File: src/logic/mem_fifo_pkg.sv
// DDR2 FIFO side definitions
package mem_fifo_pkg;

   // **************************************************
   // field widths of the DDR2 FIFOs
   // **************************************************

   // address as seen by the memory controller
   localparam int ADDR_W = 31;
   // one write-data beat
   localparam int DATA_W = 128;
   // one mask bit per data byte
   localparam int MASK_W = DATA_W / 8;
   // command code field of the address FIFO
   localparam int CMD_W  = 3;

   // command codes understood by the controller
   localparam logic [CMD_W-1:0] CMD_WRITE = 3'd0;
   localparam logic [CMD_W-1:0] CMD_READ  = 3'd1;

   // **************************************************
   // FIFO entries and client requests
   // **************************************************

   // one address FIFO entry, 34 bits
   typedef struct packed {
      logic [CMD_W-1:0]  cmd;
      logic [ADDR_W-1:0] addr;
   } ddr_cmd_t;

   // one write-data FIFO entry, 144 bits
   // a set mask bit keeps that byte from being written
   typedef struct packed {
      logic [DATA_W-1:0] data;
      logic [MASK_W-1:0] mask;
   } ddr_wdata_t;

   // full read/write path of a cache, 180 bits
   typedef struct packed {
      logic       af_wr_en;
      logic       wdf_wr_en;
      ddr_cmd_t   cmd;
      ddr_wdata_t wdata;
   } cache_req_t;

   // write-only path of the line engine, 177 bits
   // the command is always a write so only the address travels
   typedef struct packed {
      logic              af_wr_en;
      logic              wdf_wr_en;
      logic [ADDR_W-1:0] addr;
      ddr_wdata_t        wdata;
   } line_req_t;

   // read-only path of the pixel feeder, 32 bits
   typedef struct packed {
      logic              af_wr_en;
      logic [ADDR_W-1:0] addr;
   } pixel_req_t;

endpackage

File: src/logic/arb_client_pkg.sv
// Arbiter client and read ticket definitions
package arb_client_pkg;

   // **************************************************
   // clients sharing the DDR2 FIFOs
   // **************************************************

   // grant value, listed in falling priority after NONE
   // NONE means nobody holds the FIFOs this cycle
   typedef enum logic [2:0] {
      NONE   = 3'd0,
      ICACHE = 3'd1,
      DCACHE = 3'd2,
      PIXEL  = 3'd3,
      LINE   = 3'd4
   } client_t;

   // **************************************************
   // read return bookkeeping
   // **************************************************

   // issue count width
   // wider than the read FIFO is deep, so a wrapped count
   // never aliases a read still in flight
   localparam int TICKET_W = 11;

   // every read comes back as this many beats
   localparam int BEATS_PER_READ = 2;

   // shift that turns a beat count into a read count
   localparam int BEAT_SHIFT = $clog2(BEATS_PER_READ);

   // serviced counter counts beats, one extra bit per halving
   localparam int SERVICED_W = TICKET_W + BEAT_SHIFT;

   // remaining-beat counter inside a ticket
   // must hold the value BEATS_PER_READ itself
   localparam int BEAT_CNT_W = $clog2(BEATS_PER_READ + 1);

endpackage

File: src/logic/fifo_grant_select.sv
// FIFO grant and request mux
`timescale 1ns/1ps

module fifo_grant_select
   import mem_fifo_pkg::*, arb_client_pkg::*;
(
   input  logic       clk,
   input  logic       rst,
   // DDR2 FIFO status
   input  logic       i_af_full,
   input  logic       i_wdf_full,
   // client requests
   input  cache_req_t i_icache_req,
   input  cache_req_t i_dcache_req,
   input  pixel_req_t i_pixel_req,
   input  line_req_t  i_line_req,
   // who holds the FIFOs this cycle
   output client_t    o_grant,
   // to the DDR2 FIFOs
   output ddr_cmd_t   o_cmd,
   output logic       o_af_wr_en,
   output ddr_wdata_t o_wdata,
   output logic       o_wdf_wr_en,
   // pulse for every accepted read command
   output logic       o_read_issued,
   // per-client full flags
   output logic       o_icache_full,
   output logic       o_dcache_full,
   output logic       o_pixel_full,
   output logic       o_line_full
);

   // cmd and data go in together so both FIFOs need room
   logic fifo_ok;
   // set between the two beats of a line burst
   logic line_rsv;
   logic line_beat_acc;
   // enables of the granted client before full gating
   logic af_req;
   logic wdf_req;
   logic icache_wants;
   logic dcache_wants;
   logic pixel_wants;
   logic line_wants;

   // full flag is low only for the granted client with room in both FIFOs
   function automatic logic client_full(input client_t grant, input logic room,
                                        input client_t who);
      return !(grant == who && room);
   endfunction

   assign fifo_ok = !i_af_full && !i_wdf_full;

   assign icache_wants = i_icache_req.af_wr_en || i_icache_req.wdf_wr_en;
   assign dcache_wants = i_dcache_req.af_wr_en || i_dcache_req.wdf_wr_en;
   assign pixel_wants  = i_pixel_req.af_wr_en;
   assign line_wants   = i_line_req.af_wr_en || i_line_req.wdf_wr_en;

   // **************************************************
   // priority grant
   // **************************************************

   // icache, dcache, pixel, line
   // an open line burst locks out everyone else
   always_comb begin
      if (!line_rsv && icache_wants) begin
         o_grant = ICACHE;
      end else if (!line_rsv && dcache_wants) begin
         o_grant = DCACHE;
      end else if (!line_rsv && pixel_wants) begin
         o_grant = PIXEL;
      end else if (line_wants) begin
         o_grant = LINE;
      end else begin
         o_grant = NONE;
      end
   end

   // **************************************************
   // FIFO output mux
   // **************************************************

   always_comb begin
      // idle default is the icache payload with no enables
      o_cmd   = i_icache_req.cmd;
      o_wdata = i_icache_req.wdata;
      af_req  = 1'b0;
      wdf_req = 1'b0;
      case (o_grant)
         ICACHE: begin
            o_cmd   = i_icache_req.cmd;
            o_wdata = i_icache_req.wdata;
            af_req  = i_icache_req.af_wr_en;
            wdf_req = i_icache_req.wdf_wr_en;
         end
         DCACHE: begin
            o_cmd   = i_dcache_req.cmd;
            o_wdata = i_dcache_req.wdata;
            af_req  = i_dcache_req.af_wr_en;
            wdf_req = i_dcache_req.wdf_wr_en;
         end
         PIXEL: begin
            // read only so the data FIFO is never written
            o_cmd.cmd     = CMD_READ;
            o_cmd.addr    = i_pixel_req.addr;
            o_wdata.data  = '0;
            o_wdata.mask  = '1;
            af_req        = i_pixel_req.af_wr_en;
         end
         LINE: begin
            // write only
            o_cmd.cmd  = CMD_WRITE;
            o_cmd.addr = i_line_req.addr;
            o_wdata    = i_line_req.wdata;
            af_req     = i_line_req.af_wr_en;
            wdf_req    = i_line_req.wdf_wr_en;
         end
         default: begin
         end
      endcase
   end

   // nothing enters either FIFO unless both have room
   assign o_af_wr_en  = af_req && fifo_ok;
   assign o_wdf_wr_en = wdf_req && fifo_ok;

   // read command actually written this cycle
   assign o_read_issued = o_af_wr_en && (o_cmd.cmd == CMD_READ);

   // **************************************************
   // line burst reservation
   // **************************************************

   assign line_beat_acc = (o_grant == LINE) && fifo_ok;

   // first beat sets and second beat clears
   always_ff @(posedge clk) begin
      if (rst) begin
         line_rsv <= 1'b0;
      end else if (line_beat_acc) begin
         line_rsv <= !line_rsv;
      end
   end

   // per-client full flags
   assign o_icache_full = client_full(o_grant, fifo_ok, ICACHE);
   assign o_dcache_full = client_full(o_grant, fifo_ok, DCACHE);
   assign o_pixel_full  = client_full(o_grant, fifo_ok, PIXEL);
   assign o_line_full   = client_full(o_grant, fifo_ok, LINE);

endmodule

File: src/logic/read_ticket.sv
// Outstanding read ticket
`timescale 1ns/1ps

module read_ticket
   import arb_client_pkg::*;
(
   input  logic                clk,
   input  logic                rst,
   // capture the current issue number
   input  logic                i_claim,
   input  logic [TICKET_W-1:0] i_issue_num,
   // read number of the beat now at the head of the read FIFO
   input  logic [TICKET_W-1:0] i_serviced_num,
   input  logic                i_rdf_valid,
   // this ticket owns the current beat
   output logic                o_owns
);

   // issue number of the outstanding read
   logic [TICKET_W-1:0]   ticket_num;
   // beats still to come back, zero means no read pending
   logic [BEAT_CNT_W-1:0] beats_left;

   assign o_owns = (beats_left != '0) && (ticket_num == i_serviced_num);

   always_ff @(posedge clk) begin
      if (rst) begin
         ticket_num <= '0;
         beats_left <= '0;
      end else if (i_claim) begin
         // new read replaces the old ticket
         ticket_num <= i_issue_num;
         beats_left <= BEAT_CNT_W'(BEATS_PER_READ);
      end else if (o_owns && i_rdf_valid) begin
         // one of our beats went by
         beats_left <= beats_left - 1'b1;
      end
   end

endmodule

File: src/logic/read_return_router.sv
// Read return routing by ticket
`timescale 1ns/1ps

module read_return_router
   import arb_client_pkg::*;
(
   input  logic    clk,
   input  logic    rst,
   // from the grant select
   input  client_t i_grant,
   input  logic    i_read_issued,
   // DDR2 read FIFO
   input  logic    i_rdf_valid,
   output logic    o_rdf_rd_en,
   // client read enables
   input  logic    i_icache_rdf_rd_en,
   input  logic    i_dcache_rdf_rd_en,
   input  logic    i_pixel_rdf_rd_en,
   // client read valids
   output logic    o_icache_rdf_valid,
   output logic    o_dcache_rdf_valid,
   output logic    o_pixel_rdf_valid
);

   // reads written to the address FIFO so far
   logic [TICKET_W-1:0]   issue_cnt;
   // beats returned so far
   logic [SERVICED_W-1:0] serviced_cnt;
   // read number the current beat belongs to
   logic [TICKET_W-1:0]   serviced_num;
   logic                  icache_claim;
   logic                  dcache_claim;
   logic                  icache_owns;
   logic                  dcache_owns;

   // **************************************************
   // issue and service counters
   // **************************************************

   always_ff @(posedge clk) begin
      if (rst) begin
         issue_cnt    <= '0;
         serviced_cnt <= '0;
      end else begin
         if (i_read_issued) begin
            issue_cnt <= issue_cnt + 1'b1;
         end
         if (i_rdf_valid) begin
            serviced_cnt <= serviced_cnt + 1'b1;
         end
      end
   end

   // beat count over beats per read
   assign serviced_num = TICKET_W'(serviced_cnt >> BEAT_SHIFT);

   // a cache claims its ticket when its own read goes in
   assign icache_claim = (i_grant == ICACHE) && i_read_issued;
   assign dcache_claim = (i_grant == DCACHE) && i_read_issued;

   read_ticket icache_ticket_inst (
      .clk            (clk),
      .rst            (rst),
      .i_claim        (icache_claim),
      .i_issue_num    (issue_cnt),
      .i_serviced_num (serviced_num),
      .i_rdf_valid    (i_rdf_valid),
      .o_owns         (icache_owns)
   );

   read_ticket dcache_ticket_inst (
      .clk            (clk),
      .rst            (rst),
      .i_claim        (dcache_claim),
      .i_issue_num    (issue_cnt),
      .i_serviced_num (serviced_num),
      .i_rdf_valid    (i_rdf_valid),
      .o_owns         (dcache_owns)
   );

   // **************************************************
   // beat routing
   // **************************************************

   // unclaimed beats belong to the pixel feeder
   assign o_rdf_rd_en = icache_owns ? i_icache_rdf_rd_en :
                        dcache_owns ? i_dcache_rdf_rd_en :
                        i_pixel_rdf_rd_en;

   assign o_icache_rdf_valid = i_rdf_valid && icache_owns;
   assign o_dcache_rdf_valid = i_rdf_valid && dcache_owns && !icache_owns;
   assign o_pixel_rdf_valid  = i_rdf_valid && !icache_owns && !dcache_owns;

endmodule

File: src/logic/ddr_request_arbiter.sv
// DDR2 request arbiter
`timescale 1ns/1ps

module ddr_request_arbiter
   import mem_fifo_pkg::*, arb_client_pkg::*;
(
   input  logic       clk,
   input  logic       rst,
   // DDR2 FIFO status
   input  logic       i_af_full,
   input  logic       i_wdf_full,
   input  logic       i_rdf_valid,
   // client requests
   input  cache_req_t i_icache_req,
   input  cache_req_t i_dcache_req,
   input  pixel_req_t i_pixel_req,
   input  line_req_t  i_line_req,
   // client read enables
   input  logic       i_icache_rdf_rd_en,
   input  logic       i_dcache_rdf_rd_en,
   input  logic       i_pixel_rdf_rd_en,
   // to the DDR2 FIFOs
   output ddr_cmd_t   o_cmd,
   output logic       o_af_wr_en,
   output ddr_wdata_t o_wdata,
   output logic       o_wdf_wr_en,
   output logic       o_rdf_rd_en,
   // per-client full flags
   output logic       o_icache_full,
   output logic       o_dcache_full,
   output logic       o_pixel_full,
   output logic       o_line_full,
   // per-client read valids
   output logic       o_icache_rdf_valid,
   output logic       o_dcache_rdf_valid,
   output logic       o_pixel_rdf_valid
);

   // grant and read issue pulse to the return side
   client_t grant;
   logic    read_issued;

   fifo_grant_select fifo_grant_select_inst (
      .clk           (clk),
      .rst           (rst),
      .i_af_full     (i_af_full),
      .i_wdf_full    (i_wdf_full),
      .i_icache_req  (i_icache_req),
      .i_dcache_req  (i_dcache_req),
      .i_pixel_req   (i_pixel_req),
      .i_line_req    (i_line_req),
      .o_grant       (grant),
      .o_cmd         (o_cmd),
      .o_af_wr_en    (o_af_wr_en),
      .o_wdata       (o_wdata),
      .o_wdf_wr_en   (o_wdf_wr_en),
      .o_read_issued (read_issued),
      .o_icache_full (o_icache_full),
      .o_dcache_full (o_dcache_full),
      .o_pixel_full  (o_pixel_full),
      .o_line_full   (o_line_full)
   );

   read_return_router read_return_router_inst (
      .clk                (clk),
      .rst                (rst),
      .i_grant            (grant),
      .i_read_issued      (read_issued),
      .i_rdf_valid        (i_rdf_valid),
      .o_rdf_rd_en        (o_rdf_rd_en),
      .i_icache_rdf_rd_en (i_icache_rdf_rd_en),
      .i_dcache_rdf_rd_en (i_dcache_rdf_rd_en),
      .i_pixel_rdf_rd_en  (i_pixel_rdf_rd_en),
      .o_icache_rdf_valid (o_icache_rdf_valid),
      .o_dcache_rdf_valid (o_dcache_rdf_valid),
      .o_pixel_rdf_valid  (o_pixel_rdf_valid)
   );

endmodule

File: config.mk
export PLATFORM = sky130hd
export DESIGN_NAME = ddr_request_arbiter
export DESIGN_NICKNAME = d
export VERILOG_FILES = /design/src/logic/mem_fifo_pkg.sv /design/src/logic/arb_client_pkg.sv /design/src/logic/fifo_grant_select.sv /design/src/logic/read_ticket.sv /design/src/logic/read_return_router.sv /design/src/logic/ddr_request_arbiter.sv
export SDC_FILE = /design/constraint.sdc
export NUM_CORES = 1
export LEC_CHECK = 0
export BUFFER_PORTS_ARGS = -buffer_cell sky130_fd_sc_hd__buf_4
export CAP_MARGIN = 20
export CORE_AREA = 2 2 297 299
export DETAILED_ROUTE_END_ITERATION = 8
export DIE_AREA = 0 0 299 301
export HOLD_SLACK_MARGIN = 0.03
export SLEW_MARGIN = 0
export SYNTH_ARGS = -nofsm -noshare
export SYNTH_HDL_FRONTEND = slang
export SYNTH_SLANG_ARGS = --single-unit
File: constraint.sdc
create_clock -name clk -period 4.7 [get_ports clk]
set_clock_uncertainty 0.15 [all_clocks]
set_input_delay 0.705 -clock clk [delete_from_list [all_inputs] [get_ports clk]]
set_output_delay 0.705 -clock clk [all_outputs]
set_load 0.01 [all_outputs]
* After elaboration in Yosys (flattened, before gate mapping)
Cells that the tools add are included. Widths: inputs -> output; s select.
Word-level totals: bits in registers 50, logic and storage cells 72, bits of input ports 577
Operators by class: eq/ne operators 7, $add $sub $neg 4, muxes and demuxes 14, reductions and logical operators 38
Operators by type and width (number):
- $pmux 144 s3 | 1
- $pmux 34 s3 | 1
- $eq 11x11->1 | 2
- $logic_and 1x1->1 | 20
- $add 12x1->12 const B | 1
- $mux 3 | 4
- $add 11x1->11 const B | 1
- $logic_not 1->1 | 9
- $mux 2 | 4
- $reduce_bool 2->1 | 4
- $eq 3x1->1 const B | 2
- $eq 3x2->1 const B | 2
- $pmux 1 s4 | 1
- $reduce_or 2->1 | 2
- $sub 2x1->2 const B | 2
- $eq 3x3->1 const B | 1
- $logic_or 1x1->1 | 3
- $pmux 1 s3 | 1
- $mux 1 | 2

* Longest topological paths before layout
word-level depth 11, depth in mapped cells 9, gate-level depth less buffers 6

* By module
From an unflattened synthesis, not the netlist that was laid out.
Second synthesis, totals: cell total of the unflattened synthesis 761, area total of the unflattened synthesis 5953.2 µm²
Modules (own cells, without submodules):
- fifo_grant_select | cells each 521, area an instance 3669.8 µm², times used 1
- read_ticket | cells each 61, area an instance 606.8 µm², times used 2
- read_return_router | cells each 118, area an instance 1069.8 µm², times used 1

* Worst setup path after synthesis
Ideal clock, no wire load.
path kind input to output, start input i_icache_req[179] (netlist bit), end output o_cmd[31] (netlist bit), data required time 3.845 ns, data arrival time 2.080 ns, stages 6, path slack 1.765 ns, path through or3_4 nor2_4 buf_2 buf_1 nor3_1 nor3_1
RTL lines:
- start: declaration | line ddr_request_arbiter.sv:14 | input cache_req_t i_icache_req,
- end: declaration | line ddr_request_arbiter.sv:23 | output ddr_cmd_t o_cmd,

==> run_results.csv <==
group,metric,value,unit
run_status,status,"finished, final reports clean",
power_and_ir_drop,power,0.00211,W
synthesis,yosysSeqAreaShare,17.0,%
clock_tree,holdBufCountCts,0,
synthesis,synth_area_leaders,"a22oi_1 18%, dfxtp_1 17%, o21ai_0 13%, inv_1 9.4%, a222oi_1 5.3%",
setup_path,worst_ep_arrival_time,3.11,ns
floorplanning,dieArea,0.0900,mm^2
setup_path,r2r_start,"fifo_grant_select_inst.line_rsv",
power_and_ir_drop,power.leakage,6.25,nW
flow_run,drv_cap,0,
clock_tree,cts_buffer_depth,2,
detailed_routing,via_per_inst,3.65,
synthesis,synth_warnings,0,
power_and_ir_drop,swShare,40.4,%
grt,grt-ovfl-total,0,
power_and_ir_drop,cellPowerDensity,160,mW/mm^2
power_and_ir_drop,p_clk_share,16.5,%
timing,rsz0062_at_grt,"no",
place,place.gp.congestion,1.04,
clock_tree,cts_root_buf,"clkbuf_16",
detailed_routing,dr.first_iter.drc_count,836,
place,portBuffers,764,
power_and_ir_drop,ir_drop,0.113,mV
synthesis,synth_top_cell_area_share,18.0,%
synthesis,syn_avg_cell_area,6.59,um^2
floorplanning,dieWidth,299,um
floorplanning,core_area,0.0865,mm^2
synthesis,synth-edff-count,0,
synthesis,synth_top_area_cell,"a22oi_1",
synthesis,synth_fp_nets,1474,
timing,min_period,3.97,ns
min_path,whs_path_depth,2,
power_and_ir_drop,p_seq_share,20.6,%
synthesis,yosysUniqueCellTypes,53,
clock_tree,cts_tree,"yes",
power_and_ir_drop,comb_power_share,62.9,%
grt,grtUsageTotal,14.5,%
min_path,worst_hold_path.endpoint,"read_return_router_inst.issue_cnt[7]",
layout,fin_nets,2190,
setup_path,endpoint_kind,"output port",
setup_path,path_max_fanout,48,
timing,slew_headroom,36.6,%
power_and_ir_drop,power.switching,0.000852,W
synthesis,synthArstFlopShare,0,%
timing,totalNegativeSetupSlack,0,ns
synthesis,synth_area,0.00589,mm^2
timing,max_freq,252,MHz
clock_tree,post_cts_buffers,0,
timing,finalSetupViolCount,0,
timing,post-route-worst-setup-slack,0.733,ns
floorplanning,die_h,301,um
floorplanning,pin_count,765,
grt,grt_pass1_wl,88600,um
layout,layout-drive-gt1-share,50.7,%
clock_tree,insertion_delay,0.28,ns
grt,grt_pass1_vias,10100,
timing,fin_crit_sh,84.4,%
min_path,hold_class,"register to register",
floorplanning,row_count,108,
setup_path,critPathKind,"input pin to output port",
clock_tree,numCtsBuffers,5,
place,dp.final_hpwl,62800,um
min_path,min_from,"read_return_router_inst.issue_cnt[7]",
floorplanning,start_util,6.81,%
timing,worstMarginPinSlew,0.950,ns
setup_path,reg2reg_depth,6,
grt,grt_max_degree,83,
clock_tree,clock-sinks,50,
clock_tree,ctsResizeCount,0,
place,placed_cell_area,0.0130,mm^2
detailed_routing,routed-via-count,10100,
synthesis,yosys.cell_count.top_type,"o21ai_0",
clock_tree,clkTransAtPathRegs,0.06,ns
synthesis,synth_cells,893,
power_and_ir_drop,p_int,0.00126,W
synthesis,ys_ff_latch,50,
layout,design_area,0.0131,mm^2
detailed_routing,wirelength,70100,um
timing,hold_violations,0,
grt,antenna_found_initial,19,
detailed_routing,drcViolationCount,0,
place,dp.cells,2757,
setup_path,required,3.85,ns
layout,final_cells,2773,
place,place_ws,0.835,ns
setup_path,critPathLaunchType,"input pin",
detailed_routing,antenna_left,0,
layout,area_delta_synth_final,123,%
detailed_routing,drt-wirelength-per-cell,25.3,um
timing,slew_viol_final,0,
detailed_routing,detail_route.first_pass.iterations,6,
synthesis,synthTopCellsByCount,"158 x o21ai_0, 148 x inv_1, 141 x a22oi_1",
setup_path,reg2reg_slack,1.54,ns
synthesis,synthFlopType,"dfxtp_1",
clock_tree,htreeDepth,2,
[placed cells by master, fill, tap and decap left out, drive strengths merged, types with 3 or more instances in the layout]
| master | n |
|---|---|
| dfxtp | 50 |
| xnor2 | 3 |
| nor4 | 7 |
| a221oi | 4 |
| inv | 148 |
| and4 | 3 |
| ha | 4 |
| nor2 | 80 |
| o21ai | 163 |
| mux2 | 3 |
| a21oi | 41 |
| nand4 | 9 |
| nor3 | 5 |
| and3 | 5 |
| clkbuf | 6 |
| nand3 | 11 |
| or4 | 5 |
| o31ai | 5 |
| xor2 | 30 |
| nand2 | 10 |
| nor2b | 5 |
| diode | 10 |
| or3 | 5 |
| a222oi | 31 |
| mux2i | 24 |
| buf | 789 |
| a22oi | 141 |
[worst max-delay path by stage]
stage	slack [ns]	start	end	depth (start not counted)
after detailed placement	0.83	i_pixel_req[31]	o_wdata[19]	9
after floorplan	1.77	i_icache_req[179]	o_cmd[31]	6
after CTS	0.82	i_pixel_req[31]	o_wdata[19]	9
final	0.73	i_pixel_req[31]	o_wdata[19]	9
after global placement	0.84	i_pixel_req[31]	o_wdata[19]	9
after global routing	0.67	i_pixel_req[31]	o_wdata[19]	9
[critical path, cell delays in order]
cell	delay (ns)
buf_4	0.13
nor3_2	0.26
a21oi_2	0.18
nor2_4	0.57
buf_12	0.31
buf_4	0.25
a22oi_1	0.08
o21ai_0	0.29
buf_4	0.24
[metal layers]
metal	track usage (%)	vias to the layer above	part of all wire [%]
li1	-	4686	-
met2	24.0	690	46
met5	0	-	0.12
met3	5.89	71	11
met4	3.30	14	2.0
met1	17.6	4652	41
[flip-flops by register name, summed over array words and instances (netlist names)]
register,flops
read_return_router_inst.issue_cnt,11
fifo_grant_select_inst.line_rsv,1
read_return_router_inst.icache_ticket_inst.ticket_num,11
read_return_router_inst.icache_ticket_inst.beats_left,2
read_return_router_inst.dcache_ticket_inst.beats_left,2
read_return_router_inst.serviced_cnt,12
read_return_router_inst.dcache_ticket_inst.ticket_num,11
[final cells by class]
cell class	count	area, um^2
multi-input cells	615	3990
well taps	1155	1450
fillers	10000	73300
inverters	148	556
repair buffers	789	5990
flip-flops and latches	50	1000
clock buffers	6	139
diodes	10	25.0
[metrics by stage]
stage | util (%) | hold WS, ns
after floorplan | - | 0.322
after global placement | 15.0 | 0.346
after detailed placement | 15.0 | 0.356
after CTS | 15.2 | 0.364
after global routing | 15.2 | 0.385
final | 15.2 | 0.368
[power by group through the flow]
| stage | logic, W | registers (W) | clock network, W |
|---|---|---|---|
| floorplan | 0.000356 | 0.000443 | 0 |
| global route | 0.00143 | 0.000435 | 0.000375 |
| finish | 0.00133 | 0.000435 | 0.000347 |
| global placement | 0.00136 | 0.000444 | 0 |
| detailed placement | 0.00137 | 0.000444 | 0 |
| CTS | 0.00137 | 0.000434 | 0.000357 |
[cell families (layout without fill, tap and decap cells)]
family,Yosys count,in the layout,share of synthesized area (%)
mux,27,27,4.66
xor+xnor,33,33,4.91
other cells,0,10,0
simple gates,152,152,12.7
compound gates,399,399,44.4
buf+inv,228,943,15.5
fa+ha+maj,4,4,0.850
flops,50,50,17.0
Note: power is estimated with default switching activity, not from simulation.
